**config.mk**
```make
export PLATFORM = sky130hd
export DESIGN_NAME = rename_table_flat
export DESIGN_NICKNAME = d
export VERILOG_FILES = /design/src/hdl/rename_pkg.sv /design/src/hdl/rename_ifc.sv /design/src/hdl/rename_table.sv /design/src/flat_wrapper.sv
export SDC_FILE = /design/constraint.sdc
export NUM_CORES = 1
export LEC_CHECK = 0
export BUFFER_PORTS_ARGS = -buffer_cell sky130_fd_sc_hd__buf_2
export CAP_MARGIN = 20
export CORE_MARGIN = 5
export CORE_UTILIZATION = 40
export DETAILED_ROUTE_END_ITERATION = 6
export SYNTH_ARGS = -nofsm -noshare
export SYNTH_HDL_FRONTEND = slang
export SYNTH_SLANG_ARGS = --single-unit
export TNS_END_PERCENT = 50
```
**constraint.sdc**
```tcl
create_clock -name clk_i -period 4.7 [get_ports clk_i]
set_input_delay 0.47 -clock clk_i [delete_from_list [all_inputs] [get_ports clk_i]]
set_output_delay 0.47 -clock clk_i [all_outputs]
set_load 0.03 [all_outputs]
```
**src/hdl/rename_pkg.sv**
```systemverilog
// Sizes and index types for the rename back end
// Sizes must stay powers of two, since pointers wrap by overflow
`default_nettype none

package rename_pkg;

    //////////////////////////////////////////////////
    // Sizes
    //////////////////////////////////////////////////

    // Architectural register count, RISC-V integer file
    localparam int NUM_ARCH_REGS = 32;

    // Physical register count, shared by map, free list and register file
    localparam int NUM_PHYS_REGS = 64;

    // In-flight instructions
    localparam int GL_DEPTH = 16;

    localparam int DATA_WIDTH = 64;

    //////////////////////////////////////////////////
    // Index and data types
    //////////////////////////////////////////////////

    // Architectural register index
    typedef logic [$clog2(NUM_ARCH_REGS)-1:0] reg_t;

    // Physical register index
    typedef logic [$clog2(NUM_PHYS_REGS)-1:0] phreg_t;

    // Graduation list slot
    typedef logic [$clog2(GL_DEPTH)-1:0] gl_index_t;

    typedef logic [DATA_WIDTH-1:0] bus64_t;

    // One bit wider than phreg_t so a full list can be counted
    typedef logic [$clog2(NUM_PHYS_REGS):0] fl_count_t;

endpackage

`default_nettype wire

```
**src/hdl/rename_ifc.sv**
```systemverilog
// Writeback and retire buses used inside rename_core
// Writeback has no handshake; fire marks exactly one retiring cycle
`timescale 1ns/100ps
`default_nettype none

// One result per cycle with valid high
interface wb_if;
    logic                  valid;
    rename_pkg::phreg_t    prd;
    rename_pkg::gl_index_t gl_index;
    rename_pkg::bus64_t    data;

    modport source (output valid, prd, gl_index, data);
    modport sink   (input  valid, prd, gl_index, data);
endinterface


`default_nettype wire

```
**src/hdl/rename_table.sv**
```systemverilog
// Architectural to physical map plus per-register ready bits
// x0 is pinned to physical 0 and always ready
`timescale 1ns/100ps
`default_nettype none

module rename_table (
    input  wire logic               clk_i,
    input  wire logic               rstn_i,
    input  wire rename_pkg::reg_t   rs1_i,
    input  wire rename_pkg::reg_t   rs2_i,
    input  wire rename_pkg::reg_t   rd_i,
    input  wire logic               write_dst_i,
    input  wire rename_pkg::phreg_t new_dst_i,
    wb_if.sink                      wb,
    output rename_pkg::phreg_t      prs1_o,
    output rename_pkg::phreg_t      prs2_o,
    output rename_pkg::phreg_t      old_dst_o,
    output logic                    rdy1_o,
    output logic                    rdy2_o
);

    rename_pkg::phreg_t                 map_q [rename_pkg::NUM_ARCH_REGS];
    logic [rename_pkg::NUM_PHYS_REGS-1:0] ready_q;

    //////////////////////////////////////////////////
    // Map and ready state
    //////////////////////////////////////////////////

    always_ff @(posedge clk_i or negedge rstn_i) begin
        if (!rstn_i) begin
            // Identity map, every committed value present
            for (int i = 0; i < rename_pkg::NUM_ARCH_REGS; i++) begin
                map_q[i] <= rename_pkg::phreg_t'(i);
            end
            ready_q <= '1;
        end else begin
            if (wb.valid) begin
                ready_q[wb.prd] <= 1'b1;
            end
            // A fresh destination waits for its writeback
            if (write_dst_i) begin
                map_q[rd_i]        <= new_dst_i;
                ready_q[new_dst_i] <= 1'b0;
            end
        end
    end

    //////////////////////////////////////////////////
    // Lookup with writeback snoop
    //////////////////////////////////////////////////

    always_comb begin
        prs1_o    = (rs1_i == '0) ? '0 : map_q[rs1_i];
        prs2_o    = (rs2_i == '0) ? '0 : map_q[rs2_i];
        old_dst_o = map_q[rd_i];

        // Same-cycle writeback counts as ready
        rdy1_o = (rs1_i == '0) || ready_q[prs1_o] || (wb.valid && (wb.prd == prs1_o));
        rdy2_o = (rs2_i == '0) || ready_q[prs2_o] || (wb.valid && (wb.prd == prs2_o));
    end

endmodule

`default_nettype wire

```
**src/flat_wrapper.sv**
```systemverilog
// flat-port wrapper written by rule: the top's interface ports become plain ports
module rename_table_flat 
  (clk_i, rstn_i, rs1_i, rs2_i, rd_i, write_dst_i, new_dst_i, prs1_o, prs2_o, old_dst_o, rdy1_o, rdy2_o, wb_valid, wb_prd, wb_gl_index, wb_data);
  wb_if wb_i ();
  input  wire logic clk_i;
  input  wire logic rstn_i;
  input  wire rename_pkg::reg_t rs1_i;
  input  wire rename_pkg::reg_t rs2_i;
  input  wire rename_pkg::reg_t rd_i;
  input  wire logic write_dst_i;
  input  wire rename_pkg::phreg_t new_dst_i;
  output rename_pkg::phreg_t prs1_o;
  output rename_pkg::phreg_t prs2_o;
  output rename_pkg::phreg_t old_dst_o;
  output logic rdy1_o;
  output logic rdy2_o;
  input wire logic [$bits(wb_i.valid)-1:0] wb_valid;
  input wire logic [$bits(wb_i.prd)-1:0] wb_prd;
  input wire logic [$bits(wb_i.gl_index)-1:0] wb_gl_index;
  input wire logic [$bits(wb_i.data)-1:0] wb_data;
  assign wb_i.valid = wb_valid;
  assign wb_i.prd = wb_prd;
  assign wb_i.gl_index = wb_gl_index;
  assign wb_i.data = wb_data;
  rename_table u_core (.clk_i(clk_i), .rstn_i(rstn_i), .rs1_i(rs1_i), .rs2_i(rs2_i), .rd_i(rd_i), .write_dst_i(write_dst_i), .new_dst_i(new_dst_i), .wb(wb_i), .prs1_o(prs1_o), .prs2_o(prs2_o), .old_dst_o(old_dst_o), .rdy1_o(rdy1_o), .rdy2_o(rdy2_o));
endmodule
```
# Word level (Yosys, flattened, before mapping)
# Index checks and enable logic that the tools add are counted.
[classes]
n_lt_le_gt_ge = 10
n_eq_ne = 2
muxes = 24
bitwise = 6
reduce_logical = 11
[op_table]
columns = ["operator", "n"]
rows = [
  ["192-bit bitwise mux", 1],
  ["64-bit two-way mux", 2],
  ["6-bit binary-select mux with 5-bit select", 3],
  ["64-bit AND", 1],
  ["64-bit NOT", 1],
  ["64-bit OR", 1],
  ["6-bit two-way mux", 9],
  ["6-bit demux with 5-bit select", 1],
  ["6-bit by 7-bit < comparator with 1-bit output (second input constant)", 4],
  ["6-bit greater-or-equal comparator (second input constant)", 3],
  ["5-bit NOT with 6-bit output", 3],
  ["1-bit binary-select mux with 6-bit select", 2],
  ["1-bit demux with 6-bit select", 2],
  ["6-bit == test", 2],
  ["6-bit by 1-bit greater-or-equal comparator with 1-bit output (second input constant)", 2],
  ["5-bit logical NOT", 2],
  ["6-bit by 1-bit < comparator with 1-bit output (second input constant)", 1],
  ["1-bit logical AND", 5],
  ["1-bit logical OR", 4],
  ["1-bit two-way mux", 4],
]
[word_totals]
regBits = 256
inputBits = 99

# Depth between registers and ports, before layout
# Gate-level depths: netlist of run 1.
[depth]
ltp_word = 9
mapped_depth = 14

# Least setup slack after synthesis of run 1
# No wires, ideal clock.
[synth_path]
path_type = "input port to output port"
startpoint = "in rs1_i[1]"
endpoint = "out rdy1_o"
arrival_ns = 3.667
t_required_ns = 4.230
path_slack_ns = 0.563
stages = 12
n_path_buf = 4
cell_sequence = "buf_4 -> buf_4 -> buf_2 -> buf_4 -> a2111oi_0 -> o41ai_1 -> nor2_1 -> nor2_1 -> nor3_1 -> a2111oi_0 -> o41ai_1 -> o211ai_1"
[synth_between]
elab_chain_len = 9
word_cells_on_any_way = 12
classes_between = "eq/ne (1); mux (6); bitwise (1); reduce/logical (4)"
[synth_rtl]
columns = ["item", "line", "text"]
rows = [
  ["start, declared", "flat_wrapper.sv:7", "input wire rename_pkg::reg_t rs1_i;"],
  ["5-bit NOT with 6-bit output (implied by the code)", "rename_table.sv:53", "prs1_o = (rs1_i == '0) ? '0 : map_q[rs1_i];"],
  ["6-bit binary-select mux with 5-bit select", "rename_table.sv:53", ""],
  ["6-bit two-way mux (implied by the code) (2 in a row)", "rename_table.sv:53", ""],
  ["6-bit two-way mux (*)", "rename_table.sv:53", ""],
  ["net prs1_o[3]", "flat_wrapper.sv:12", "output rename_pkg::phreg_t prs1_o;"],
  ["1-bit binary-select mux with 6-bit select", "rename_table.sv:58", "rdy1_o = (rs1_i == '0) || ready_q[prs1_o] || (wb.valid && (wb.prd == prs1_o));"],
  ["1-bit two-way mux (implied by the code)", "rename_table.sv:58", ""],
  ["1-bit logical OR", "rename_table.sv:58", ""],
  ["1-bit logical OR (*)", "rename_table.sv:58", ""],
  ["end, declared", "flat_wrapper.sv:15", "output logic rdy1_o;"],
]
# Mark *: on every way through the listed nets, which the timed path passes. The rest lies on a longest branch. The select of a mux whose other input is x is not followed.

# Worst setup path in the final report of run 1
[layout_path]
startpoint = "reg u_core.map_q[120] (netlist name)"
endpoint = "out rdy1_o"
[layout_between]
elab_chain_len = 8
word_cells_on_any_way = 10
classes_between = "eq/ne (1); mux (6); reduce/logical (3)"
[layout_rtl]
columns = ["item", "line", "text"]
rows = [
  ["start, declared", "rename_table.sv:22", "rename_pkg::phreg_t map_q [rename_pkg::NUM_ARCH_REGS];"],
  ["start signal, assigned by index", "rename_table.sv:33", "map_q[i] <= rename_pkg::phreg_t'(i);"],
  ["start signal, assigned by index", "rename_table.sv:42", "map_q[rd_i] <= new_dst_i;"],
  ["6-bit binary-select mux with 5-bit select (*)", "rename_table.sv:53", ""],
  ["6-bit two-way mux (implied by the code) (*) (2 in a row)", "rename_table.sv:53", ""],
  ["6-bit two-way mux (*)", "rename_table.sv:53", ""],
  ["1-bit binary-select mux with 6-bit select", "rename_table.sv:58", ""],
  ["1-bit two-way mux (implied by the code)", "rename_table.sv:58", ""],
  ["1-bit logical OR", "rename_table.sv:58", ""],
  ["1-bit logical OR (*)", "rename_table.sv:58", ""],
]
# Every way passes the cells marked *; elsewhere a longest branch is shown, timed or not. The select of a mux whose other input is x is not followed.

==> results of run 1 <==
## stage by stage
step	cells	utilization, %	power (mW)	cell area [sq um]
6_report	1877	45.0	7.80	18300
2_1_floorplan	1292	-	4.70	16400
3_5_place_dp	1820	42.5	5.42	17300
5_1_grt	1875	45.0	8.16	18300
3_3_place_gp	1820	42.5	5.36	17300
4_1_cts	1875	45.0	7.83	18300
## cells by family after synthesis
logic type | synth area share [%]
AOI/OAI and AO/OA | 9.03
xor gates and xnor gates | 0.641
buffers and inverters | 3.63
DFF | 40.2
muxes | 39.4
and+or+nand+nor | 7.14
## power by group through the flow
stage	clock, mW	combinational [mW]	sequential, mW
6_report	2.38	2.20	3.22
3_5_place_dp	0	2.19	3.24
5_1_grt	2.53	2.34	3.29
3_3_place_gp	0	2.16	3.21
2_1_floorplan	0	1.60	3.10
4_1_cts	2.43	2.19	3.21
## registers in the layout, summed over array words and instances (netlist names)
signal	count
u_core.map_q	192
u_core.ready_q	64
## area by class of cell
class | instances | area share [%]
multi-input cells | 908 | 50.4
inverters | 27 | 0.554
clock buffers | 45 | 4.74
flip-flops and latches | 256 | 36.0
repair buffers | 97 | 3.92
diodes | 2 | 0.0273
well taps | 532 | 3.64
clock inverters | 10 | 0.731
## cells in the final DEF, fill, tap and decap left out, types with 6 or more instances in the layout
| cell | synthesis | layout |
|---|---|---|
| a21oi_1 | 127 | 127 |
| a221oi_1 | 8 | 8 |
| a22oi_1 | 16 | 16 |
| a31oi_1 | 12 | 12 |
| and3b_1 | 7 | 7 |
| buf_12 | 2 | 8 |
| buf_2 | 24 | 47 |
| buf_4 | 4 | 40 |
| clkbuf_1 | 57 | 9 |
| clkbuf_16 | 0 | 30 |
| clkbuf_8 | 0 | 6 |
| dfrtp_1 | 112 | 112 |
| dfstp_2 | 144 | 144 |
| inv_1 | 26 | 26 |
| mux2_2 | 209 | 209 |
| mux2i_1 | 72 | 72 |
| mux4_1 | 13 | 13 |
| mux4_2 | 133 | 133 |
| nand2_1 | 38 | 38 |
| nand2b_1 | 11 | 11 |
| nand3_1 | 19 | 19 |
| nand3b_1 | 7 | 7 |
| nor2_1 | 69 | 69 |
| nor2b_1 | 13 | 13 |
| nor3_1 | 18 | 18 |
| nor3b_1 | 14 | 14 |
| o2111ai_1 | 7 | 7 |
| o21ai_0 | 14 | 14 |
| o22ai_1 | 17 | 17 |
| or2_2 | 6 | 6 |
| xnor2_1 | 6 | 6 |
| xor2_1 | 6 | 6 |
## worst max-delay path, delay by kind of cell (launching register included)
| family | cells | cell delay (ps) |
|---|---|---|
| buf+inv | 2 | 440 |
| flops | 1 | 550 |
| mux | 4 | 1080 |
| compound gates | 3 | 800 |
| simple gates | 2 | 550 |
## what timing repair did
item,in CTS,in global routing
setup endpoints to repair,1,1
gates resized for setup,1,3
hold endpoints to repair,0,0
## metal layers
metal	share of wire, %	vias up	global-route usage, %
met5	0.038	-	0
met4	3.7	2	7.53
met3	7.7	111	4.77
met2	48	577	37.4
met1	41	6322	31.2
li1	-	5107	-
## worst max-delay path by stage
stage / end / slack [ps] / depth (start not counted)
global placement: rdy1_o / 140 / 12
CTS: rdy1_o / 10 / 11
global route: rdy1_o / 4 / 11
floorplan: rdy1_o / 560 / 12
detailed placement: rdy1_o / 170 / 12
finish: rdy1_o / 150 / 11
==> reports/metrics.yaml, run 1 <==
critical_path:
  r2r_slack_ps: 3850
  path_cells: "mux2i_1, mux4_2, a211oi_2, nand2_2, buf_12, mux2i_1, mux2_2, or4_1, o2111a_1, o211ai_1, buf_2"
  crit_path_end_kind: "output pin"
  worstPathRequired_ps: 4230
  r2r_start: "u_core.ready_q[23]$_DFF_PN1_"
  crit_type: "reg2out"
  start_kind: "register"
  timing.rr.end: "u_core.ready_q[23]$_DFF_PN1_"
  reg2reg_depth: 2
  critPathMostFrequentCell: "mux2i_1"
  slowest_delay_ps: 550
  critPathSlowestCell: "dfstp_2"
  cp.arrival_ps: 4080
  path_max_fanout: 31
  crit_start: "u_core.map_q[120]$_DFFE_PN1P_"
logic_synthesis:
  netlist_top_cells_count: "209 x mux2_2, 144 x dfstp_2, 133 x mux4_2"
  yosysTopAreaCellShare_pct: 23.1
  yosysMostFrequentCell: "mux2_2"
  synthTopCellsByArea: "dfstp_2 23%, mux4_2 18%, dfrtp_1 17%, mux2_2 14%, mux2i_1 4.4%"
  synth_flop_cell: "dfstp_2"
  syn_avg_cell_area_sq_um: 12.7
  yosysSeqAreaShare_pct: 40.2
  ys_seq_elements: 256
  synth_edf_count: 0
  synth_fp_nets: 1391
  async_reset_ff_share_pct: 100
  yosysWarnings: 0
  synth_top_cell_by_area: "dfstp_2"
  syn_inst: 1292
  syn_area_sq_mm: 0.0164
  ys_types: 72
clocking:
  worst_skew_pair.late_latency_ps: 600
  clock_path_buffers: 3
  clockRootBuffer: "clkbuf_16"
  cts_max_level: 1
  postCtsHoldBufs: 0
  cts_tree: "done"
  numClockSinks: 256
  clk_pin_slew_ps: 60
  post_cts_buffers: 0
  numCtsBuffers: 30
sta:
  fin_worst_skew_ps: 0
  min_period_over_period_pct: 96.8
  tightest_slew_ps: 1220
  holdWs_ps: -3.55
  slew_viol_final: 0
  rsz0062_at_grt: "no"
  tns_ps: 0
  finalHoldViolCount: 2
  post-route-min-period_ps: 4550
  relSlewSlack_pct: 18.5
  fmax_ghz: 0.220
  setup_viol: 0
  worst_slack_ps: 149
min_path:
  hold_class: "in2async"
power:
  powerDensity_mw_per_mm2: 426
  combPwrFrac_pct: 28.2
  p_sw_share_pct: 31.8
  p_clk_share_pct: 30.5
  intPower_mw: 5.33
  ir_worst_vdd_mv: 0.344
  seq_power_share_pct: 41.3
  p_leak_nw: 7.35
  switchingPower_mw: 2.48
status:
  status: "finished, violations left"
  violations: "hold timing"
route:
  first_pass_iters: 5
  via_per_inst: 6.46
  drt_iter0_markers: 1331
  wirelength_um: 52400
  wl_per_cell_um: 27.9
  drc: 0
  vias: 12100
  ant_nets: 0
die:
  die_h_um: 212
  dieArea_sq_mm: 0.0451
  core-area_sq_mm: 0.0406
  die_w_um: 212
  num_io_pins: 119
  initial_utilization_pct: 40.3
  rows: 74
global_route:
  grt_max_degree: 123
  grt.total_usage_pct: 23.0
  grt_pass1_wl_um: 78600
  grt_pass1_vias: 12100
  grt_overflow: 0
  antenna_found_initial: 3
layout:
  nets: 1419
  final_layout_size_suffix_gt1_share_pct: 48.3
  nFillCells: 3719
  multi_input_area_sq_mm: 0.00923
  syn2layout_area_growth_pct: 11.7
  seq_area_sq_mm: 0.00659
place:
  io_buffers: 50
  dp_slack_ps: 175
  gp_congestion: 0.922
  hpwl_um: 35900
job:
  drv_cap: 0
Note: power is estimated with default switching activity, not from simulation.
==> run 2: changes to the inputs <==
--- a/config.mk
+++ b/config.mk
@@ -10,6 +10,7 @@
 export CORE_MARGIN = 5
 export CORE_UTILIZATION = 40
 export DETAILED_ROUTE_END_ITERATION = 6
+export GPL_TIMING_DRIVEN = 0
 export SYNTH_ARGS = -nofsm -noshare
 export SYNTH_HDL_FRONTEND = slang
 export SYNTH_SLANG_ARGS = --single-unit
==> constraint.sdc (replaced) <==
create_clock -name clk_i -period 4.7 [get_ports clk_i]
set_input_delay 0.47 -clock clk_i [delete_from_list [all_inputs] [get_ports clk_i]]
set_output_delay 0.47 -clock clk_i [all_outputs]
set_load 0.005 [all_outputs]
==> run 2 against run 1 <==
The run now ends clean. Sequential power barely moved. Global-route usage rose by 3.2 points. Clock power rose by 5%. Core utilization rose by 0.78 points. Fmax fell by 2.7%. Critical path type is now in2out. Largest cell class unchanged. Highest routed layer is now met4.
==> reports/metrics.yaml, run 2 (synthesis results as in run 1) <==
layout:
  fin_area_sq_mm: 0.0186  # +1.7%
  top_regs: "u_core.map_q (192), u_core.ready_q (64)"
  largest_register_ffs: 192  # unchanged
  final_layout_size_suffix_gt1_share_pct: 46.9  # -1.5 points
  final-instance-count-excl-fill: 1931  # +2.9%
  utilization_pct: 45.8  # +0.78 points
  nFillCells: 3684  # -0.94%
  final_cell_mix: "209 x mux2_2, 144 x dfstp_2, 133 x mux4_2, 127 x a21oi_1, 112 x dfrtp_1"
  final_common_cell: "mux2_2"
  nets: 1473  # +3.8%
  largest-register: "u_core.map_q"
  syn2layout_area_growth_pct: 13.7
global_route:
  grt_max_degree: 127  # +3.3%
  grtUsageMet3_pct: 6.26  # +1.5 points
  grt_pass1_vias: 12800  # +6.2%
  antenna_found_initial: 1  # -2
  use_met2_pct: 41.1  # +3.7 points
  grt_pass1_wl_um: 87100  # +11%
  grt_overflow: 0  # unchanged
  use_met1_pct: 35.2  # +4.0 points
  grt.total_usage_pct: 26.2  # +3.2 points
  top_usage_layer: "met2"
route:
  drc: 0  # unchanged
  drt_iter0_markers: 1641  # +23%
  vias: 12900  # +6.3%
  first_pass_iters: 5  # unchanged
  wl_per_cell_um: 30.8  # +10%
  ant_nets: 0  # unchanged
  via_per_inst: 6.67  # +3.3%
  wirelength_um: 59500  # +13%
place:
  gp_congestion: 0.990  # +7.3%
  io_buffers: 37  # -26%
  dp_slack_ps: -523  # -698 ps
  dp.cells: 1869  # +2.7%
  placed_cell_area_sq_mm: 0.0174  # +0.46%
  hpwl_um: 42800  # +19%
sta:
  finalHoldViolCount: 0  # -2
  worst_slack_ps: 23.6  # -125 ps
  tns_ps: 0  # unchanged
  slew_viol_final: 0  # unchanged
  fmax_ghz: 0.214  # -2.7%
  post-route-min-period_ps: 4680  # +125 ps
  fin_worst_skew_ps: 0  # unchanged
  tightest_slew_ps: 1130  # -90.3 ps
  relSlewSlack_pct: 24.6  # +6.0 points
  min_period_over_period_pct: 99.5  # +2.7 points
  holdWs_ps: 325  # +329 ps
  setup_viol: 0  # unchanged
die:
  num_io_pins: 119  # unchanged
  die_h_um: 212  # unchanged
  dieArea_sq_mm: 0.0451  # unchanged
  rows: 74  # unchanged
  die_w_um: 212  # unchanged
  core-area_sq_mm: 0.0406  # unchanged
  initial_utilization_pct: 40.3  # unchanged
critical_path:
  start_kind: "input port"
  crit_path_end_kind: "output pin"
  critPathSlowestCell: "clkdlybuf4s15_2"
  worstPathRequired_ps: 4230  # about the same
  path_cells: "clkbuf_1, clkbuf_2, clkdlybuf4s15_2, mux2i_1, nand3_1, and4_1, buf_2, buf_2, mux2i_1, mux2i_1, o2111a_1, o211ai_1, buf_2"
  slowest_delay_ps: 570  # +20 ps
  cp.arrival_ps: 4210  # +130 ps
  crit_type: "in2out"
  path_max_fanout: 10  # -68%
job:
  drv_cap: 0  # unchanged
power:
  switchingPower_mw: 2.51  # +1.2%
  p_clk_share_pct: 31.5  # +1.0 points
  combPwrFrac_pct: 27.7  # -0.5 points
  p_sw_share_pct: 31.5  # -0.30 points
  powerDensity_mw_per_mm2: 428  # +0.41%
  p_leak_nw: 7.42  # +0.90%
  ir_worst_vdd_mv: 0.305  # -11%
  total_power_mw: 7.97  # +2.1%
  intPower_mw: 5.46  # +2.6%
  seq_power_share_pct: 40.8  # -0.5 points
clocking:
  numCtsBuffers: 30  # unchanged
  worst_skew_pair.late_latency_ps: 560  # -40 ps
  cts_max_level: 1  # unchanged
  clock_path_buffers: 3  # unchanged
  cts_tree: "done"
  numClockSinks: 256  # unchanged
  clk_pin_slew_ps: 60  # about the same
  clockRootBuffer: "clkbuf_16"
status:
  status: "finished clean"
min_path:
  hold_class: "in2reg"
[run 2: cell types whose count changed in the layout (fill, tap and decap cells not counted), moves of 3 or more]
| cell | previous run | this run |
|---|---|---|
| buf_1 | 0 | 7 |
| buf_12 | 8 | 3 |
| buf_2 | 47 | 56 |
| buf_4 | 40 | 8 |
| buf_6 | 0 | 6 |
| buf_8 | 1 | 4 |
| clkbuf_1 | 9 | 57 |
| clkbuf_16 | 30 | 33 |
| clkbuf_2 | 0 | 3 |
| clkbuf_4 | 1 | 5 |
| mux2i_1 | 72 | 68 |
| mux2i_4 | 0 | 3 |
[run 2: path summary, 6_finish.rpt]
kind	startpoint	to	slack, ps	cells past startpoint
worst max register to register	u_core.map_q[54]$_DFFE_PN0P_	u_core.map_q[54]$_DFFE_PN0P_	3820	1
worst min-delay path	wb_prd[1]	u_core.ready_q[57]$_DFF_PN1_	330	4
worst max-delay path	rs1_i[3]	rdy1_o	20	13
worst min register to register	u_core.map_q[139]$_DFFE_PN0P_	u_core.map_q[139]$_DFFE_PN0P_	520	2
min in group asynchronous	rstn_i	u_core.map_q[183]$_DFFE_PN0P_	410	2
max in group asynchronous	rstn_i	u_core.map_q[47]$_DFFE_PN0P_	2900	4
[run 2: area by class of cell]
class                   instances  area [sq um]  area share, %
well taps                     532           666           3.57
diodes                          1          2.50         0.0134
clock buffers                  41           906           4.86
flip-flops and latches        256          6590           35.4
multi-input cells             908          9300           49.9
clock inverters                15           166          0.894
repair buffers                 50           372           2.00
inverters                      27           101          0.544
plain buffers                 101           526           2.82
[run 2: power groups by stage]
stage	clock, mW	combinational (mW)	sequential [mW]
floorplan	0	1.51	3.10
global placement	0	2.08	3.23
detailed placement	0	2.12	3.26
CTS	2.55	2.14	3.23
global route	2.64	2.34	3.30
finish	2.51	2.21	3.25
[run 2: what timing repair did]
item                       CTS  global route
buffers inserted             0             2
setup endpoints to repair    2             2
gates resized for setup     14            15
hold endpoints to repair    30             0
hold buffers                 1             0
pin swaps                    0             1
[run 2: worst max-delay path, delay by kind of cell]
family,cells,cell delay (ps)
buffers and inverters,6,2090
muxes,3,620
and+or+nand+nor,2,520
AOI/OAI and AO/OA,2,480
[run 2: metal layers]
layer	vias to the layer above	share of wire, %	routed length, um
met2	840	46	27300
met4	0	5.0	2960
met5	-	0	0
li1	5211	-	-
met3	182	11	6310
met1	6644	38	22900
==> run 3: changes to the inputs <==
==> constraint.sdc (replaced) <==
create_clock -name clk_i -period 4.7 [get_ports clk_i]
set_input_delay 0.235 -clock clk_i [delete_from_list [all_inputs] [get_ports clk_i]]
set_output_delay 0.235 -clock clk_i [all_outputs]
set_load 0.005 [all_outputs]
==> run 3 against run 2 <==
Highest routed layer unchanged. Cell count hardly changed. Critical endpoint unchanged. Register-to-register slack hardly changed. Sequential power hardly changed. Wire length is 0.34% lower. Power is 0.64% lower.
==> reports/metrics.yaml, run 3 (synthesis results as in run 1) <==
power:
  powerDensity_mw_per_mm2: 428  # +0.10%
  ir_worst_vdd_mv: 0.304  # -0.41%
  p_leak_nw: 7.37  # -0.58%
  total_power_mw: 7.92  # -0.64%
min_path:
  hold_path_end: "u_core.ready_q[56]$_DFF_PN1_"
  hold_class: "in2reg"
  hold_depth: 4  # unchanged
  min-delay-start: "wb_prd[1]"
sta:
  rsz0062_at_grt: "yes"
  slew_viol_final: 0  # unchanged
  post-route-min-period_ps: 4690  # +14.9 ps
  relSlewSlack_pct: 24.8  # +0.28 points
  min_period_over_period_pct: 99.8  # +0.32 points
  holdWs_ps: 89.9  # -236 ps
  tightest_slew_ps: 1130  # -1.77 ps
  setup_viol: 0  # unchanged
  fmax_ghz: 0.213  # -0.32%
  worst_slack_ps: 8.73  # -14.9 ps
  fin_worst_skew_ps: 0  # unchanged
  finalHoldViolCount: 0  # unchanged
  tns_ps: 0  # unchanged
clocking:
  clk_pin_slew_ps: 60  # about the same
  worst_skew_pair.late_latency_ps: 560  # about the same
  numClockSinks: 256  # unchanged
  numCtsBuffers: 30  # unchanged
  clock_path_buffers: 3  # unchanged
  cts_tree: "done"
  cts_max_level: 1  # unchanged
  clockRootBuffer: "clkbuf_16"
critical_path:
  worstPathRequired_ps: 4470  # +240 ps
  crit_path_end_kind: "output pin"
  cp.arrival_ps: 4460  # +250 ps
  timing.rr.end: "u_core.map_q[54]$_DFFE_PN0P_"
  path_max_fanout: 10  # unchanged
  crit_type: "in2out"
  r2r_start: "u_core.map_q[54]$_DFFE_PN0P_"
  crit_start: "rs1_i[3]"
  r2r_slack_ps: 3820  # about the same
  start_kind: "input port"
  reg2reg_depth: 1  # unchanged
layout:
  final_layout_size_suffix_gt1_share_pct: 45.9  # -0.94 points
  final-instance-count-excl-fill: 1932  # +0.052%
  syn2layout_area_growth_pct: 12.8
  final_common_cell: "mux2_2"
  largest-register: "u_core.map_q"
  largest_register_ffs: 192  # unchanged
  utilization_pct: 45.5  # -0.34 points
  nFillCells: 3701  # +0.46%
  fin_area_sq_mm: 0.0185  # -0.75%
  nets: 1471  # -0.14%
  top_regs: "u_core.map_q (192), u_core.ready_q (64)"
  final_cell_mix: "209 x mux2_2, 144 x dfstp_2, 133 x mux4_2, 127 x a21oi_1, 112 x dfrtp_1"
status:
  status: "finished clean"
die:
  dieArea_sq_mm: 0.0451  # unchanged
  die_w_um: 212  # unchanged
  die_h_um: 212  # unchanged
  rows: 74  # unchanged
  initial_utilization_pct: 40.3  # unchanged
  core-area_sq_mm: 0.0406  # unchanged
  num_io_pins: 119  # unchanged
global_route:
  grt_max_degree: 127  # unchanged
  grt_pass1_wl_um: 87100  # about the same
  use_met2_pct: 40.8  # -0.23 points
  antenna_found_initial: 1  # unchanged
  grt_pass1_vias: 12800  # +0.078%
  grtUsageMet3_pct: 6.89  # +0.63 points
  top_usage_layer: "met2"
  grt.total_usage_pct: 26.2  # -0.027 points
  grt_overflow: 0  # unchanged
  use_met1_pct: 34.9  # -0.34 points
route:
  via_per_inst: 6.60  # -1.0%
  wl_per_cell_um: 30.7  # -0.39%
  wirelength_um: 59300  # -0.34%
  first_pass_iters: 6  # +1
  drc: 0  # unchanged
  vias: 12800  # -0.95%
  ant_nets: 0  # unchanged
  drt_iter0_markers: 1507  # -8.2%
place:
  dp_slack_ps: -52.8  # +470 ps
  placed_cell_area_sq_mm: 0.0174  # unchanged
  dp.cells: 1869  # unchanged
  io_buffers: 37  # unchanged
  gp_congestion: 0.990  # unchanged
  hpwl_um: 42800  # unchanged
job:
  drv_cap: 0  # unchanged
[run 3: changes by cell type in the layout (fill, tap and decap cells not counted), moves of 2 or more]
cell | previous run | this run
nor2_2 | 2 | 0
mux2i_1 | 68 | 70
clkbuf_4 | 5 | 0
buf_2 | 56 | 61
clkdlybuf4s15_2 | 2 | 0
clkbuf_1 | 57 | 60
mux2i_4 | 3 | 0
nor2_1 | 67 | 69
clkbuf_2 | 3 | 1
diode_2 | 1 | 4
[run 3: area by class of cell]
class,instances,area [sq um],area share (%)
multi-input combinational,908,9210,49.8
sequential,256,6590,35.6
clock buffer,41,906,4.90
tap,532,666,3.60
buffer,101,495,2.68
timing repair buffer,48,344,1.86
clock inverter,15,166,0.900
inverter,27,101,0.548
antenna,4,10.0,0.0541
[run 3: worst max-delay path by stage]
stage | endpoint | slack [ps] | depth (start not counted)
final | rdy1_o | 9 | 13
after global routing | rdy2_o | -60 | 12
after CTS | rdy1_o | 30 | 10
after detailed placement | rdy2_o | -50 | 13
after global placement | u_core.map_q[5]$_DFFE_PN0P_ | -1240 | 1
after floorplan | rdy2_o | 1450 | 10
[run 3: worst max-delay path, cell delays in order]
cell,delay [ps]
clkbuf_1,310
clkbuf_1,610
buf_1,780
mux2i_1,300
nand3_1,150
and4_1,400
buf_2,310
buf_2,340
mux2i_1,280
mux2i_1,110
o2111a_1,300
o211ai_1,180
buf_2,150
[run 3: per-layer routing]
metal | up-vias | part of all wire, %
met1 | 6556 | 39
met3 | 176 | 11
li1 | 5216 | -
met2 | 807 | 45
met5 | - | 0
met4 | 0 | 5.1
[run 3: timing repair]
item / 4_1_cts / 5_1_grt
hold buffers: 1 / 0
buffers inserted: 0 / 0
gates resized for setup: 1 / 3
setup endpoints to repair: 1 / 2
hold endpoints to repair: 56 / 0
[run 3: power breakdown]
part	switching (mW)	internal [mW]	total [mW]	leakage, nW
sequential	0.423	2.82	3.25	2.94
combinational	1.06	1.10	2.16	3.91
clock	1.00	1.51	2.52	0.525
total	2.48	5.44	7.92	7.37
