$ cat config.mk
export PLATFORM = sky130hd
export DESIGN_NAME = graduation_list_flat
export DESIGN_NICKNAME = d
export VERILOG_FILES = /design/src/hdl/rename_pkg.sv /design/src/hdl/rename_ifc.sv /design/src/hdl/graduation_list.sv /design/src/flat_wrapper.sv
export SDC_FILE = /design/constraint.sdc
export NUM_CORES = 1
export LEC_CHECK = 0
export ABC_AREA = 1
export BUFFER_PORTS_ARGS = -buffer_cell sky130_fd_sc_hd__buf_2
export CELL_PAD_IN_SITES_DETAIL_PLACEMENT = 0
export CELL_PAD_IN_SITES_GLOBAL_PLACEMENT = 2
export CORE_ASPECT_RATIO = 1.2
export CORE_MARGIN = 8
export CORE_UTILIZATION = 30
export CTS_CLUSTER_SIZE = 40
export DETAILED_ROUTE_END_ITERATION = 10
export HOLD_SLACK_MARGIN = 0.03
export PLACE_DENSITY = 0.67
export SYNTH_ARGS = -nofsm -noshare
export SYNTH_HDL_FRONTEND = slang
export SYNTH_SLANG_ARGS = --single-unit
export TNS_END_PERCENT = 5
$ cat constraint.sdc
create_clock -name clk_i -period 3.4 [get_ports clk_i]
set_input_delay 0.17 -clock clk_i [delete_from_list [all_inputs] [get_ports clk_i]]
set_output_delay 0.17 -clock clk_i [all_outputs]
set_load 0.005 [all_outputs]
$ cat src/hdl/rename_pkg.sv
// Sizes and index types for the rename back end
// Sizes must stay powers of two, since pointers wrap by overflow
`default_nettype none

package rename_pkg;

    //////////////////////////////////////////////////
    // Sizes
    //////////////////////////////////////////////////

    // Architectural register count, RISC-V integer file
    localparam int NUM_ARCH_REGS = 32;

    // Physical register count, shared by map, free list and register file
    localparam int NUM_PHYS_REGS = 64;

    // In-flight instructions
    localparam int GL_DEPTH = 16;

    localparam int DATA_WIDTH = 64;

    //////////////////////////////////////////////////
    // Index and data types
    //////////////////////////////////////////////////

    // Architectural register index
    typedef logic [$clog2(NUM_ARCH_REGS)-1:0] reg_t;

    // Physical register index
    typedef logic [$clog2(NUM_PHYS_REGS)-1:0] phreg_t;

    // Graduation list slot
    typedef logic [$clog2(GL_DEPTH)-1:0] gl_index_t;

    typedef logic [DATA_WIDTH-1:0] bus64_t;

    // One bit wider than phreg_t so a full list can be counted
    typedef logic [$clog2(NUM_PHYS_REGS):0] fl_count_t;

endpackage

`default_nettype wire

$ cat src/hdl/rename_ifc.sv
// Writeback and retire buses used inside rename_core
// Writeback has no handshake; fire marks exactly one retiring cycle
`timescale 1ns/100ps
`default_nettype none

// One result per cycle with valid high
interface wb_if;
    logic                  valid;
    rename_pkg::phreg_t    prd;
    rename_pkg::gl_index_t gl_index;
    rename_pkg::bus64_t    data;

    modport source (output valid, prd, gl_index, data);
    modport sink   (input  valid, prd, gl_index, data);
endinterface

// Head of the graduation list as it retires
interface retire_if;
    logic               fire;
    logic               regfile_we;
    rename_pkg::reg_t   rd;
    rename_pkg::phreg_t prd;
    rename_pkg::phreg_t old_prd;

    modport source (output fire, regfile_we, rd, prd, old_prd);
    modport sink   (input  fire, regfile_we, rd, prd, old_prd);
endinterface

`default_nettype wire

$ cat src/hdl/graduation_list.sv
// In-order list of renamed instructions, retired from the head
// Caller must not push while full_o is high; entries become done by writeback only
`timescale 1ns/100ps
`default_nettype none

module graduation_list (
    input  wire logic                  clk_i,
    input  wire logic                  rstn_i,
    input  wire logic                  push_i,
    input  wire rename_pkg::reg_t      rd_i,
    input  wire logic                  we_i,
    input  wire rename_pkg::phreg_t    prd_i,
    input  wire rename_pkg::phreg_t    old_prd_i,
    wb_if.sink                         wb,
    input  wire logic                  commit_ready_i,
    output logic                       full_o,
    output rename_pkg::gl_index_t      tail_o,
    output logic                       commit_valid_o,
    retire_if.source                   retire
);

    // Entry state
    logic [rename_pkg::GL_DEPTH-1:0] valid_q;
    logic [rename_pkg::GL_DEPTH-1:0] done_q;
    rename_pkg::gl_index_t           head_q;
    rename_pkg::gl_index_t           tail_q;

    // Entry payload
    rename_pkg::reg_t   rd_q      [rename_pkg::GL_DEPTH];
    logic               we_q      [rename_pkg::GL_DEPTH];
    rename_pkg::phreg_t prd_q     [rename_pkg::GL_DEPTH];
    rename_pkg::phreg_t old_prd_q [rename_pkg::GL_DEPTH];

    //////////////////////////////////////////////////
    // Pointers, valid and done
    //////////////////////////////////////////////////

    always_ff @(posedge clk_i or negedge rstn_i) begin
        if (!rstn_i) begin
            valid_q <= '0;
            done_q  <= '0;
            head_q  <= '0;
            tail_q  <= '0;
        end else begin
            if (wb.valid) begin
                done_q[wb.gl_index] <= 1'b1;
            end
            if (push_i) begin
                valid_q[tail_q] <= 1'b1;
                done_q[tail_q]  <= 1'b0;
                tail_q          <= tail_q + rename_pkg::gl_index_t'(1);
            end
            if (retire.fire) begin
                valid_q[head_q] <= 1'b0;
                head_q          <= head_q + rename_pkg::gl_index_t'(1);
            end
        end
    end

    always_ff @(posedge clk_i) begin
        if (push_i) begin
            rd_q[tail_q]      <= rd_i;
            we_q[tail_q]      <= we_i;
            prd_q[tail_q]     <= prd_i;
            old_prd_q[tail_q] <= old_prd_i;
        end
    end

    //////////////////////////////////////////////////
    // Status and retirement
    //////////////////////////////////////////////////

    // In-order fill, so an occupied tail slot means every slot is taken
    assign full_o = valid_q[tail_q];
    assign tail_o = tail_q;

    assign commit_valid_o = valid_q[head_q] && done_q[head_q];

    assign retire.fire       = commit_valid_o && commit_ready_i;
    assign retire.regfile_we = we_q[head_q];
    assign retire.rd         = rd_q[head_q];
    assign retire.prd        = prd_q[head_q];
    assign retire.old_prd    = old_prd_q[head_q];

    // Each renamed instruction completes exactly once
    a_wb_live_entry: assert property (
        @(posedge clk_i) disable iff (!rstn_i)
        wb.valid |-> (valid_q[wb.gl_index] && !done_q[wb.gl_index])
    );

endmodule

`default_nettype wire

$ cat src/flat_wrapper.sv
// flat-port wrapper written by rule: the top's interface ports become plain ports
module graduation_list_flat 
  (clk_i, rstn_i, push_i, rd_i, we_i, prd_i, old_prd_i, commit_ready_i, full_o, tail_o, commit_valid_o, wb_valid, wb_prd, wb_gl_index, wb_data, retire_fire, retire_regfile_we, retire_rd, retire_prd, retire_old_prd);
  wb_if wb_i ();
  retire_if retire_i ();
  input  wire logic clk_i;
  input  wire logic rstn_i;
  input  wire logic push_i;
  input  wire rename_pkg::reg_t rd_i;
  input  wire logic we_i;
  input  wire rename_pkg::phreg_t prd_i;
  input  wire rename_pkg::phreg_t old_prd_i;
  input  wire logic commit_ready_i;
  output logic full_o;
  output rename_pkg::gl_index_t tail_o;
  output logic commit_valid_o;
  input wire logic [$bits(wb_i.valid)-1:0] wb_valid;
  input wire logic [$bits(wb_i.prd)-1:0] wb_prd;
  input wire logic [$bits(wb_i.gl_index)-1:0] wb_gl_index;
  input wire logic [$bits(wb_i.data)-1:0] wb_data;
  output wire logic [$bits(retire_i.fire)-1:0] retire_fire;
  output wire logic [$bits(retire_i.regfile_we)-1:0] retire_regfile_we;
  output wire logic [$bits(retire_i.rd)-1:0] retire_rd;
  output wire logic [$bits(retire_i.prd)-1:0] retire_prd;
  output wire logic [$bits(retire_i.old_prd)-1:0] retire_old_prd;
  assign wb_i.valid = wb_valid;
  assign wb_i.prd = wb_prd;
  assign wb_i.gl_index = wb_gl_index;
  assign wb_i.data = wb_data;
  assign retire_fire = retire_i.fire;
  assign retire_regfile_we = retire_i.regfile_we;
  assign retire_rd = retire_i.rd;
  assign retire_prd = retire_i.prd;
  assign retire_old_prd = retire_i.old_prd;
  graduation_list u_core (.clk_i(clk_i), .rstn_i(rstn_i), .push_i(push_i), .rd_i(rd_i), .we_i(we_i), .prd_i(prd_i), .old_prd_i(old_prd_i), .wb(wb_i), .commit_ready_i(commit_ready_i), .full_o(full_o), .tail_o(tail_o), .commit_valid_o(commit_valid_o), .retire(retire_i));
endmodule
* Yosys cells after proc, flatten, opt, wreduce, memory -nomap -nowiden
Memory sizes are Yosys's and may differ from the RTL's.
Index checks and enable logic that the tools add are counted.
** Word-level totals
- Input bits :: 97
- Word-level logic and storage cells :: 45
- Bits in writable memories :: 288
- Output and inout port bits :: 25
- Memories kept :: 4
- Register bits after elaboration :: 40
** Memories
- u_core.old_prd_q :: words 16, width 6, read ports 1, clocked after memory_dff 0, write ports 1, RTL line graduation_list.sv:32 : rename_pkg::phreg_t old_prd_q [rename_pkg::GL_DEPTH];
- u_core.prd_q :: words 16, width 6, read ports 1, clocked after memory_dff 0, write ports 1, RTL line graduation_list.sv:31 : rename_pkg::phreg_t prd_q [rename_pkg::GL_DEPTH];
- u_core.rd_q :: words 16, width 5, read ports 1, clocked after memory_dff 0, write ports 1, RTL line graduation_list.sv:29 : rename_pkg::reg_t rd_q [rename_pkg::GL_DEPTH];
- u_core.we_q :: words 16, width 1, read ports 1, clocked after memory_dff 0, write ports 1, RTL line graduation_list.sv:30 : logic we_q [rename_pkg::GL_DEPTH];
** Operators by class
- $lt $le $gt $ge :: 6
- Add/sub/neg operators :: 2
- Mux-type cells :: 18
- Bitwise logic cells :: 6
- Reductions and logical operators :: 5
** Operators with widths (count)
- 2-to-1 mux 16 bit :: 4
- bitwise AND 16 bit :: 2
- inverter 16 bit :: 2
- bitwise OR 16 bit :: 2
- < comparator 4 x 5 -> 1 bit, second input constant :: 3
- binary-select mux 1 bit (select 4 bit) :: 3
- demux 1 bit (select 4 bit) :: 3
- >= comparator 4 x 1 -> 1 bit, second input constant :: 3
- adder 4 x 1 -> 4 bit, second input constant :: 2
- 2-to-1 mux 1 bit :: 8
- logical AND 1 bit :: 5

* Longest topological paths before layout
Gate-level depths: netlist of the first run.
- Word-level depth :: 8
- Mapped depth :: 14
- Mapped depth without buffers :: 11

* Worst setup path before layout of the first run
Ideal clock, no wire load.
- Path kind :: register to register
- From :: register u_core.tail_q[1], in the netlist u_core.tail_o[1]
- To :: register u_core.valid_q[1] (netlist bit)
- Slack :: 1.210 ns
- Buffers on the path :: 0
- Required time :: 3.335 ns
- Cell stages (with the launch flop) :: 9
- Arrival time :: 2.125 ns
- Library setup time :: 0.065 ns
- Clock period less this slack :: 2.190 ns
- Path through :: dfrtp_1 -> inv_1 -> ha_1 -> nand2_1 -> nor2_1 -> nor2_1 -> a21oi_1 -> nand3_1 -> nand2_1
** Between the ends
- Longest elaborated chain between the ends :: 8
- Elaborated cells between the ends (all ways) :: 9
- Classes of those cells :: order compare: 2; mux: 4; bitwise: 2; reduce/logical: 1
** RTL lines
- from (decl) :: RTL line graduation_list.sv:26 : rename_pkg::gl_index_t tail_q;
- from (signal assigned) :: RTL line graduation_list.sv:51 : tail_q <= tail_q + rename_pkg::gl_index_t'(1);
- < comparator 4 x 5 -> 1 bit (implied by the code) / >= comparator 4 x 1 -> 1 bit (equally long branches) :: RTL line graduation_list.sv:49 : valid_q[tail_q] <= 1'b1;
- logical AND 1 bit (implied by the code) :: RTL line graduation_list.sv:49
- 2-to-1 mux 1 bit (implied by the code) :: RTL line graduation_list.sv:49
- demux 1 bit (select 4 bit) (*)
- bitwise OR 16 bit (no line) (*)
- 2-to-1 mux 16 bit (*) :: RTL line graduation_list.sv:48 : if (push_i) begin
- bitwise AND 16 bit (no line)
- 2-to-1 mux 16 bit (*) :: RTL line graduation_list.sv:53 : if (retire.fire) begin
- to (signal assigned) :: RTL line graduation_list.sv:40 : valid_q <= '0;
- to (signal, indexed assignment) :: RTL line graduation_list.sv:49
- to (signal, indexed assignment) :: RTL line graduation_list.sv:54 : valid_q[head_q] <= 1'b0;
- to (decl) :: RTL line graduation_list.sv:23 : logic [rename_pkg::GL_DEPTH-1:0] valid_q;
Mark *: on every way between the ends. The rest lies on a longest branch, timed or not.
A chain may end at the register's enable or synchronous reset.

* Worst setup path after layout of the first run
- From :: register u_core.head_q[0]
- To :: output port retire_prd[4]
** Between the ends
- Longest elaborated chain between the ends :: 1
** RTL lines
- from (decl) :: RTL line graduation_list.sv:25 : rename_pkg::gl_index_t head_q;
- from (signal assigned) :: RTL line graduation_list.sv:55 : head_q <= head_q + rename_pkg::gl_index_t'(1);
- memory (16 x 6 bit)
- to (decl) :: RTL line flat_wrapper.sv:24 : output wire logic [$bits(retire_i.prd)-1:0] retire_prd;
Every way passes these cells.

==> results_dict.tcl, run 1 <==
set metrics [dict create \
    tightest_slew_ns 0.984 \
    drt_drc_violations_left 0 \
    syn_to_final_growth_pct 17.4 \
    io_buffers 51 \
    yosys-top-cells-area "edfxtp_1, dfrtp_1, o21ai_0, nand2_1, nor2_1" \
    die_height_um 250 \
    holdPathStages 5 \
    setup_viol 0 \
    rsz0062_at_grt "no" \
    drt_iter0_drc 478 \
    grt_pass1_vias 9020 \
    antenna_found_initial 1 \
    total_power_uw 13700 \
    cts_root_buf "clkbuf_16" \
    drt_first_pass_iters 5 \
    track_usage_pct 14.2 \
    syn-cell-area_um2 13700 \
    p_int_uw 8680 \
    antenna-diode-count 0 \
    endpoint_kind "output pin" \
    cts_made_buffers 35 \
    rr_startpoint "u_core.tail_o[0]" \
    slew_headroom_pct 34.2 \
    vias_per_cell 4.79 \
    postRouteAntennaNets 0 \
    io_pins 122 \
    hold_viol_final 0 \
    clockPowerShare_pct 27.9 \
    power_density_nw_per_um2 855 \
    yosys.area.top_type "edfxtp_1" \
    wire_per_inst_um 20.0 \
    leakage_uw 0.00574 \
    die-area_um2 52700 \
    yosysSeqAreaShare_pct 70.6 \
    cts_buffer_depth 3 \
    cts_hold_buffers 22 \
    netlist_instances 1192 \
    die_x_um 211 \
    min_path_type "in -> reg" \
    synth_fp_nets 1297 \
    holdPathEnd "u_core.done_q[0]" \
    crit_fanout 127 \
    wirelength_mm 37.8 \
    cts_tree "yes" \
    drive_gt1_share_pct 12.1 \
    post-route-period-util_pct 85.9 \
    reg2reg_slack_ns 0.86 \
    ys_types 26 \
    combPwrFrac_pct 33.8 \
    gr-total-overflow 0 \
    utilization_pct 35.7 \
    htree_num_levels 2 \
    worst_hold_slack_ns 0.0412 \
    worstReg2RegEnd "u_core.valid_q[2]" \
    yosysWarnings 0 \
    start_util_pct 30.5 \
    clkTransAtPathRegs_ns 0.06 \
    fmax_mhz 342 \
    drv_slew 0 \
    finalClockSkew_ns 0.0140 \
    grt_pass1_wl_mm 57.0 \
    path_class "reg -> out" \
    rr_worst_depth 8 \
    num_vias 9043 \
    coreArea_um2 44900 \
    rows 85 \
    vdd_drop_max_uv 405 \
    critPathArrivalTime_ns 2.75 \
    dp_hpwl_mm 21.5 \
    power.switching_uw 5040 \
    netlist.area_leader.share_pct 63.3 \
    worstPathRequired_ns 3.23 \
    switching_share_pct 36.8 \
    hold_path_startpoint "wb_valid" \
    final.min_clock_period_ns 2.92 \
    clk_latency_ns 0.53 \
    post_cts_resized 0 \
    postSynthAreaPerCell_um2 11.5 \
    worstSetupStartpointType "register" \
    grt_max_degree 147 \
    ys_ff_latch 328 \
    status "finished clean" \
    routabilityCongestion 0.725 \
    postCtsSetupBuffers 0 \
    seqPwrFrac_pct 38.4 \
    layout.nets 1359 \
    setup_tns_ns 0 \
    cap_violations 0 \
    clock_sinks 328 \
]
-- layout by cell type, fill, tap and decap left out, types with 2 or more instances in the layout --
cell	synthesis	layout
edfxtp_1	288	288
nand2_1	186	186
nor2_1	183	167
o21ai_0	153	153
o22ai_1	72	72
inv_1	65	65
buf_2	20	51
a21oi_1	42	42
nand3_1	40	40
dfrtp_1	40	38
clkbuf_16	0	36
dlygate4sd3_1	0	22
nor2_4	1	20
nand4_1	20	20
buf_4	3	17
clkbuf_1	34	10
ha_1	8	8
nand2_2	5	5
xor2_1	5	5
clkinv_2	0	5
clkinv_1	2	4
nor3_1	4	4
bufinv_16	0	4
buf_12	0	4
inv_2	1	2
inv_6	1	2
nor2_2	5	2
-- routing by layer --
layer / wire [µm] / vias up / GRT usage, %
met3: 1390 / 52 / 2.28
li1: - / 4331 / -
met4: 785 / 2 / 4.16
met2: 18300 / 157 / 23.6
met5: 10 / - / 0
met1: 17300 / 4501 / 18.8
-- worst max-delay path: stages, from the launching register on --
cell	delay (ns)
dfrtp_4	0.61
inv_6	0.31
buf_12	0.50
o21ai_0	0.16
o22ai_1	0.15
nand2_1	0.09
nand4_1	0.19
buf_2	0.16
-- cell type report --
cell class | instances | area, µm²
fillers | 4461 | 28800
flip-flops and latches | 328 | 9650
multi-input cells | 726 | 3530
clock buffers | 47 | 952
well taps | 609 | 762
repair buffers | 94 | 683
inverters | 69 | 264
clock inverters | 16 | 198
-- synthesized netlist by cell type --
| master | count |
|---|---|
| nand2_1 | 186 |
| inv_2 | 1 |
| buf_4 | 3 |
| inv_1 | 65 |
| nor2_4 | 1 |
| o22ai_1 | 72 |
| nor2_2 | 5 |
| buf_1 | 3 |
| buf_6 | 9 |
| dfrtp_1 | 40 |
| clkbuf_1 | 34 |
| xor2_1 | 5 |
| a21oi_1 | 42 |
| nor2_1 | 183 |
| nand2_2 | 5 |
| nand3_2 | 1 |
| nand3_1 | 40 |
| ha_1 | 8 |
| nand4_1 | 20 |
| or3_1 | 1 |
| edfxtp_1 | 288 |
| buf_2 | 20 |
| clkinv_1 | 2 |
| o21ai_0 | 153 |
| nor3_1 | 4 |
| inv_6 | 1 |
-- registers in the layout, indices dropped and copies added, names as in the netlist --
register and count:
u_core.we_q 16, u_core.head_q 4, u_core.valid_q 16, u_core.rd_q 80, u_core.old_prd_q 96, u_core.prd_q 96
u_core.done_q 16, u_core.tail_o 4
-- kinds of logic after synthesis --
group	after synthesis	synth area share (%)
xor+xnor	5	0.320
flops	328	70.6
buf+inv	138	4.59
fa+ha+maj	8	0.732
simple gates	446	13.3
compound gates	267	10.4
-- power by group through the flow --
stage                     clock network [µW]  registers [µW]  logic (µW)
after floorplan                            0            5200        3130
after global placement                     0            5330        4700
after detailed placement                   0            5350        4710
after CTS                               3920            5260        4740
after global routing                    4060            5320        5250
final                                   3830            5260        4630
-- through the flow --
| step | area [µm²] | instances | worst slack [ns] |
|---|---|---|---|
| floorplan | 13700 | 1192 | 1.21 |
| global placement | 14700 | 1804 | 0.825 |
| detailed placement | 14700 | 1804 | 0.824 |
| CTS | 16000 | 1889 | 0.426 |
| global route | 16000 | 1889 | 0.299 |
| finish | 16000 | 1889 | 0.478 |
-- worst max-delay path by stage --
stage | start | end | slack, ns | cells after the start
CTS | u_core.head_q[0] | retire_old_prd[0] | 0.43 | 7
finish | u_core.head_q[0] | retire_prd[4] | 0.48 | 7
global placement | u_core.tail_o[0] | u_core.valid_q[4] | 0.82 | 8
global route | u_core.head_q[0] | retire_old_prd[0] | 0.30 | 7
floorplan | u_core.tail_o[1] | u_core.valid_q[1] | 1.21 | 8
detailed placement | u_core.tail_o[0] | u_core.valid_q[4] | 0.82 | 8
No activity file was read; power rests on OpenSTA's default activity.
==> run 2: changes to the inputs <==
--- a/config.mk
+++ b/config.mk
@@ -15,7 +15,7 @@
 export CTS_CLUSTER_SIZE = 40
 export DETAILED_ROUTE_END_ITERATION = 10
 export HOLD_SLACK_MARGIN = 0.03
-export PLACE_DENSITY = 0.67
+export PLACE_DENSITY_LB_ADDON = 0.1
 export SYNTH_ARGS = -nofsm -noshare
 export SYNTH_HDL_FRONTEND = slang
 export SYNTH_SLANG_ARGS = --single-unit
==> run 2 against run 1 <==
Compared with the run above: die area unchanged; routed wire length is 7.3% higher; non-clock buffer count rose by 13; combinational power up 1%; clock power hardly changed; power up 0.91%; core utilization grew 0.25 points; largest cell class unchanged; largest power group unchanged; worst setup slack got worse by 0.13 ns; count of clock-buffer cells in the layout rose by 1; sequential share of layout area fell by 0.42 points; clock skew increased by 0.012 ns; critical path type unchanged; register-to-register slack got worse by 0.07 ns.
==> results_dict.tcl, run 2 (synthesized netlist as in run 1, its figures left out) <==
set metrics [dict create \
    status "finished clean" \
    layout_common_cells "edfxtp_1, nand2_1, nor2_1, o21ai_0, o22ai_1" \
    syn_to_final_growth_pct 18.2 \
    setup_viol 0 \
    layout.nets 1375 \
    drv_slew 0 \
    drt_drc_violations_left 0 \
    num-fill-cells 4484 \
    grt_pass1_vias 9422 \
    wire_per_inst_um 21.3 \
    cap_violations 0 \
    drt_first_pass_iters 5 \
    gr-total-overflow 0 \
    cts_made_buffers 38 \
    dp.cells 1811 \
    hold_viol_final 0 \
    rows 85 \
    coreArea_um2 44900 \
    final.min_clock_period_ns 3.05 \
    path_class "reg -> out" \
    io_pins 122 \
    slew_headroom_pct 30.8 \
    worstSetupStartpointType "register" \
    critPathMaxStageDelay_ns 0.65 \
    crit_fanout 114 \
    clk_latency_ns 0.54 \
    wirelength_mm 40.6 \
    cts_buffer_depth 3 \
    grt_max_degree 115 \
    antenna_found_initial 1 \
    drt_iter0_drc 449 \
    tightest_slew_ns 1.03 \
    num_vias 9147 \
    cts_hold_buffers 28 \
    worstPathRequired_ns 3.23 \
    largestRegisters "u_core.old_prd_q: 96 flops, u_core.prd_q: 96 flops, u_core.rd_q: 80 flops" \
    cp_num_buf_inv 3 \
    io_buffers 51 \
    track_usage_pct 15.5 \
    postRouteAntennaNets 0 \
    start_util_pct 30.5 \
    critPathArrivalTime_ns 2.88 \
    antenna-diode-count 0 \
    layout_commonest_cell "edfxtp_1" \
    min_path_type "in -> async" \
    dp_hpwl_mm 22.8 \
    power_density_nw_per_um2 857 \
    post_cts_resized 0 \
    htree_num_levels 2 \
    crit_family "buffers and inverters" \
    routabilityCongestion 0.731 \
    vias_per_cell 4.80 \
    post-route-period-util_pct 89.7 \
    cts_root_buf "clkbuf_16" \
    grt_pass1_wl_mm 61.3 \
    vdd_drop_max_uv 407 \
    endpoint_kind "output pin" \
    finalClockSkew_ns 0.0261 \
    drive_gt1_share_pct 12.4 \
    final_cells 1904 \
    path_cells "inv_6, buf_12, o21ai_0, o22ai_1, nand2_1, nand4_1, buf_2" \
    cts_tree "yes" \
    die_height_um 250 \
    die-area_um2 52700 \
    setup_tns_ns 0 \
    leakage_uw 0.00579 \
    die_x_um 211 \
    clock_sinks 328 \
    clkTransAtPathRegs_ns 0.06 \
    rsz0062_at_grt "no" \
    postCtsSetupBuffers 0 \
    critPathSlowestCell "dfrtp_4" \
    fmax_mhz 328 \
]
==> run 2: cell count changes in the layout (fill, tap and decap cells not counted), sizes merged <==
cell and change:
clkinv +2, bufinv -2, buf +7, inv +1, clkbuf +1, dlygate4sd3 +6
==> run 2: final cells by class <==
type / instances / area (µm²) / area share [%]
clock buffers: 48 / 1010 / 6.25
clock inverters: 17 / 140 / 0.868
inverters: 69 / 264 / 1.63
multi-input cells: 726 / 3530 / 21.8
flip-flops and latches: 328 / 9650 / 59.8
well taps: 609 / 762 / 4.72
repair buffers: 107 / 796 / 4.93
==> run 2: worst reg2reg max path: cells and delay by family (launching register included) <==
kind                     cells  cell delay (ns)
AND/OR/NAND/NOR              5             1.39
AO/OA/AOI/OAI                1             0.16
buffers and inverters        1             0.26
adder cells (fa/ha/maj)      1             0.18
flip-flops                   1             0.56
==> run 2: power by group <==
group          switching (µW)  leakage [µW]  internal (µW)
Combinational            3240       0.00216           1450
Sequential                327       0.00307           4970
Clock                    1610      0.000559           2250
==> run 2: layer usage <==
| metal | track usage (%) | share of wire [%] | vias up |
|---|---|---|---|
| met5 | 0 | 0.020 | - |
| met4 | 4.54 | 2.6 | 2 |
| met3 | 2.55 | 3.4 | 62 |
| met2 | 25.9 | 48 | 144 |
| met1 | 20.4 | 46 | 4569 |
| li1 | - | - | 4370 |
==> run 2: final timing paths <==
| kind | cells after the start | startpoint | endpoint | slack [ns] |
|---|---|---|---|---|
| max in group asynchronous | 3 | rstn_i | u_core.tail_o[2] | 2.58 |
| max | 7 | u_core.head_q[0] | retire_old_prd[3] | 0.35 |
| min reg2reg | 2 | u_core.done_q[2] | u_core.done_q[2] | 0.52 |
| min in group clk_i | 3 | commit_ready_i | u_core.valid_q[13] | 0.14 |
| max reg2reg | 8 | u_core.tail_o[0] | u_core.valid_q[12] | 0.79 |
| min | 2 | rstn_i | u_core.valid_q[1] | 0.09 |
==> run 2: through the flow <==
step | utilization [%] | hold WS (ns) | worst slack (ns) | power (µW) | area, µm²
2_1_floorplan | - | -0.126 | 1.21 | 8330 | 13700
3_3_place_gp | 32.8 | 0.137 | 0.776 | 10200 | 14700
3_5_place_dp | 32.8 | 0.135 | 0.731 | 10200 | 14700
4_1_cts | 36.0 | 0.0805 | 0.244 | 14100 | 16200
5_1_grt | 36.0 | 0.109 | 0.130 | 14800 | 16200
6_report | 36.0 | 0.0888 | 0.352 | 13800 | 16200
==> run 3: changes to the inputs <==
--- a/config.mk
+++ b/config.mk
@@ -11,7 +11,7 @@
 export CELL_PAD_IN_SITES_GLOBAL_PLACEMENT = 2
 export CORE_ASPECT_RATIO = 1.2
 export CORE_MARGIN = 8
-export CORE_UTILIZATION = 30
+export CORE_UTILIZATION = 43
 export CTS_CLUSTER_SIZE = 40
 export DETAILED_ROUTE_END_ITERATION = 10
 export HOLD_SLACK_MARGIN = 0.03
==> run 3 against run 2 <==
Compared with the run above: maximum frequency is 1.6% lower; combinational power is 3% lower; power is 2.5% lower; sequential share of layout area is 1.7 points higher; core utilization is 14 points higher; final cell count is 11% lower; count of clock-buffer cells in the layout is 2 lower; routed wire length is 9.8% lower; worst hold slack worse by 0.043 ns; worst setup slack worse by 0.050 ns; largest power group unchanged.
==> results_dict.tcl, run 3 (synthesized netlist as in run 1, its figures left out) <==
set metrics [dict create \
    wire_per_inst_um 21.7 \
    finalClockSkew_ns 0.0113 \
    power_density_nw_per_um2 860 \
    clkTransAtPathRegs_ns 0.06 \
    layout.nets 1369 \
    hold_viol_final 0 \
    min_path_type "in -> reg" \
    syn_to_final_growth_pct 14.9 \
    worstReg2RegEnd "u_core.valid_q[5]" \
    rr_worst_depth 11 \
    combPwrFrac_pct 33.7 \
    die-area_um2 37800 \
    die_x_um 179 \
    num-fill-cells 2837 \
    drt_drc_violations_left 0 \
    finalInstanceArea_um2 15700 \
    vdd_drop_max_uv 643 \
    path_class "reg -> out" \
    switching_share_pct 36.3 \
    slew_headroom_pct 26.4 \
    rows 71 \
    fmax_mhz 323 \
    cts_buffer_depth 3 \
    reg2reg_slack_ns 1.04 \
    clockPowerShare_pct 27.5 \
    power.switching_uw 4910 \
    setup_viol 0 \
    cap_violations 0 \
    drt_first_pass_iters 7 \
    grt_max_degree 105 \
    dp_hpwl_mm 20.2 \
    htree_num_levels 2 \
    critPathArrivalTime_ns 2.93 \
    cts_made_buffers 35 \
    grt_pass1_wl_mm 55.0 \
    hold_path_startpoint "prd_i[5]" \
    worstPathRequired_ns 3.23 \
    post-route-period-util_pct 91.1 \
    crit_family "buffers and inverters" \
    layout_common_cells "edfxtp_1, nand2_1, nor2_1, o21ai_0, o22ai_1" \
    final.min_clock_period_ns 3.10 \
    drive_gt1_share_pct 12.5 \
    num_vias 9070 \
    leakage_uw 0.00575 \
    cp_num_buf_inv 2 \
    vias_per_cell 5.37 \
    rr_startpoint "u_core.head_q[0]" \
    setup_tns_ns 0 \
    largestRegisters "u_core.old_prd_q: 96 flops, u_core.prd_q: 96 flops, u_core.rd_q: 80 flops" \
    cts_root_buf "clkbuf_16" \
    postCtsSetupBuffers 0 \
    io_pins 122 \
    total_power_uw 13500 \
    routabilityCongestion 0.806 \
    post_cts_resized 0 \
    path_cells "buf_4, o21ai_0, o22ai_1, nand2_1, nand4_1, buf_2" \
    crit_fanout 104 \
    holdPathEnd "u_core.prd_q[11][5]" \
    postRouteAntennaNets 0 \
    grt_pass1_vias 8819 \
    cts_tree "yes" \
    worstSetupStartpointType "register" \
    critPathMaxStageDelay_ns 0.86 \
    seqPwrFrac_pct 38.8 \
    cts_hold_buffers 20 \
    start_util_pct 43.6 \
    antenna-diode-count 0 \
    critPathSlowestCell "buf_4" \
    endpoint_kind "output pin" \
    clk_latency_ns 0.51 \
    drv_slew 0 \
    layout_commonest_cell "edfxtp_1" \
    drt_iter0_drc 797 \
    tightest_slew_ns 1.10 \
    dpl-instance-area_um2 14400 \
    clock_sinks 328 \
    antenna_found_initial 0 \
    die_height_um 211 \
    io_buffers 51 \
    track_usage_pct 19.4 \
    wirelength_mm 36.6 \
    gr-total-overflow 0 \
    p_int_uw 8590 \
    holdPathStages 1 \
    rsz0062_at_grt "no" \
    status "finished clean" \
    coreArea_um2 31400 \
]
## run 3: cell count changes in the layout (fill, tap and decap cells not counted), moves of 2 or more
| cell | previous run | this run |
|---|---|---|
| buf_4 | 24 | 30 |
| clkbuf_16 | 39 | 37 |
| nor2_4 | 20 | 1 |
| inv_6 | 3 | 1 |
| clkinv_2 | 4 | 2 |
| nor2_2 | 2 | 21 |
| dlygate4sd3_1 | 28 | 20 |
## run 3: worst max-delay path by stage
stage                     startpoint                end  slack (ns)  cells after the start
finish              u_core.head_q[0]      retire_prd[3]        0.30                      6
global placement    u_core.head_q[0]      retire_prd[3]        0.81                      6
floorplan           u_core.tail_o[1]  u_core.valid_q[1]        1.21                      8
global route        u_core.head_q[0]      retire_prd[2]        0.10                      6
CTS                 u_core.head_q[0]      retire_prd[3]        0.25                      6
detailed placement  u_core.head_q[0]      retire_prd[3]        0.80                      6
## run 3: metrics by stage
| stage | setup slack, ns | utilization (%) | hold WS [ns] | std cells |
|---|---|---|---|---|
| 2_1_floorplan | 1.21 | - | -0.126 | 1192 |
| 4_1_cts | 0.248 | 50.1 | 0.0301 | 1689 |
| 3_3_place_gp | 0.814 | 45.9 | 0.135 | 1608 |
| 6_report | 0.302 | 50.1 | 0.0461 | 1689 |
| 3_5_place_dp | 0.802 | 45.9 | 0.137 | 1608 |
| 5_1_grt | 0.101 | 50.1 | 0.0358 | 1689 |
## run 3: power groups by stage
stage,sequential [µW],combinational [µW],clock (µW)
after floorplan,5200,3130,0
after global placement,5310,4600,0
after global routing,5300,5120,3960
after detailed placement,5330,4610,0
after CTS,5240,4640,3790
final,5240,4550,3710
## run 3: layout make-up
class	count	area [µm²]	area share, %
clock inverters	15	149	0.948
inverters	69	264	1.68
well taps	401	502	3.20
clock buffers	46	960	6.11
repair buffers	104	741	4.72
flip-flops and latches	328	9650	61.5
multi-input cells	726	3430	21.9
## run 3: per-layer routing
layer | track usage, % | vias to the layer above | part of all wire, %
met5 | 0 | - | 0
met4 | 5.11 | 0 | 2.1
met3 | 2.71 | 50 | 4.9
met2 | 31.9 | 227 | 48
met1 | 26.8 | 4448 | 45
li1 | - | 4345 | -
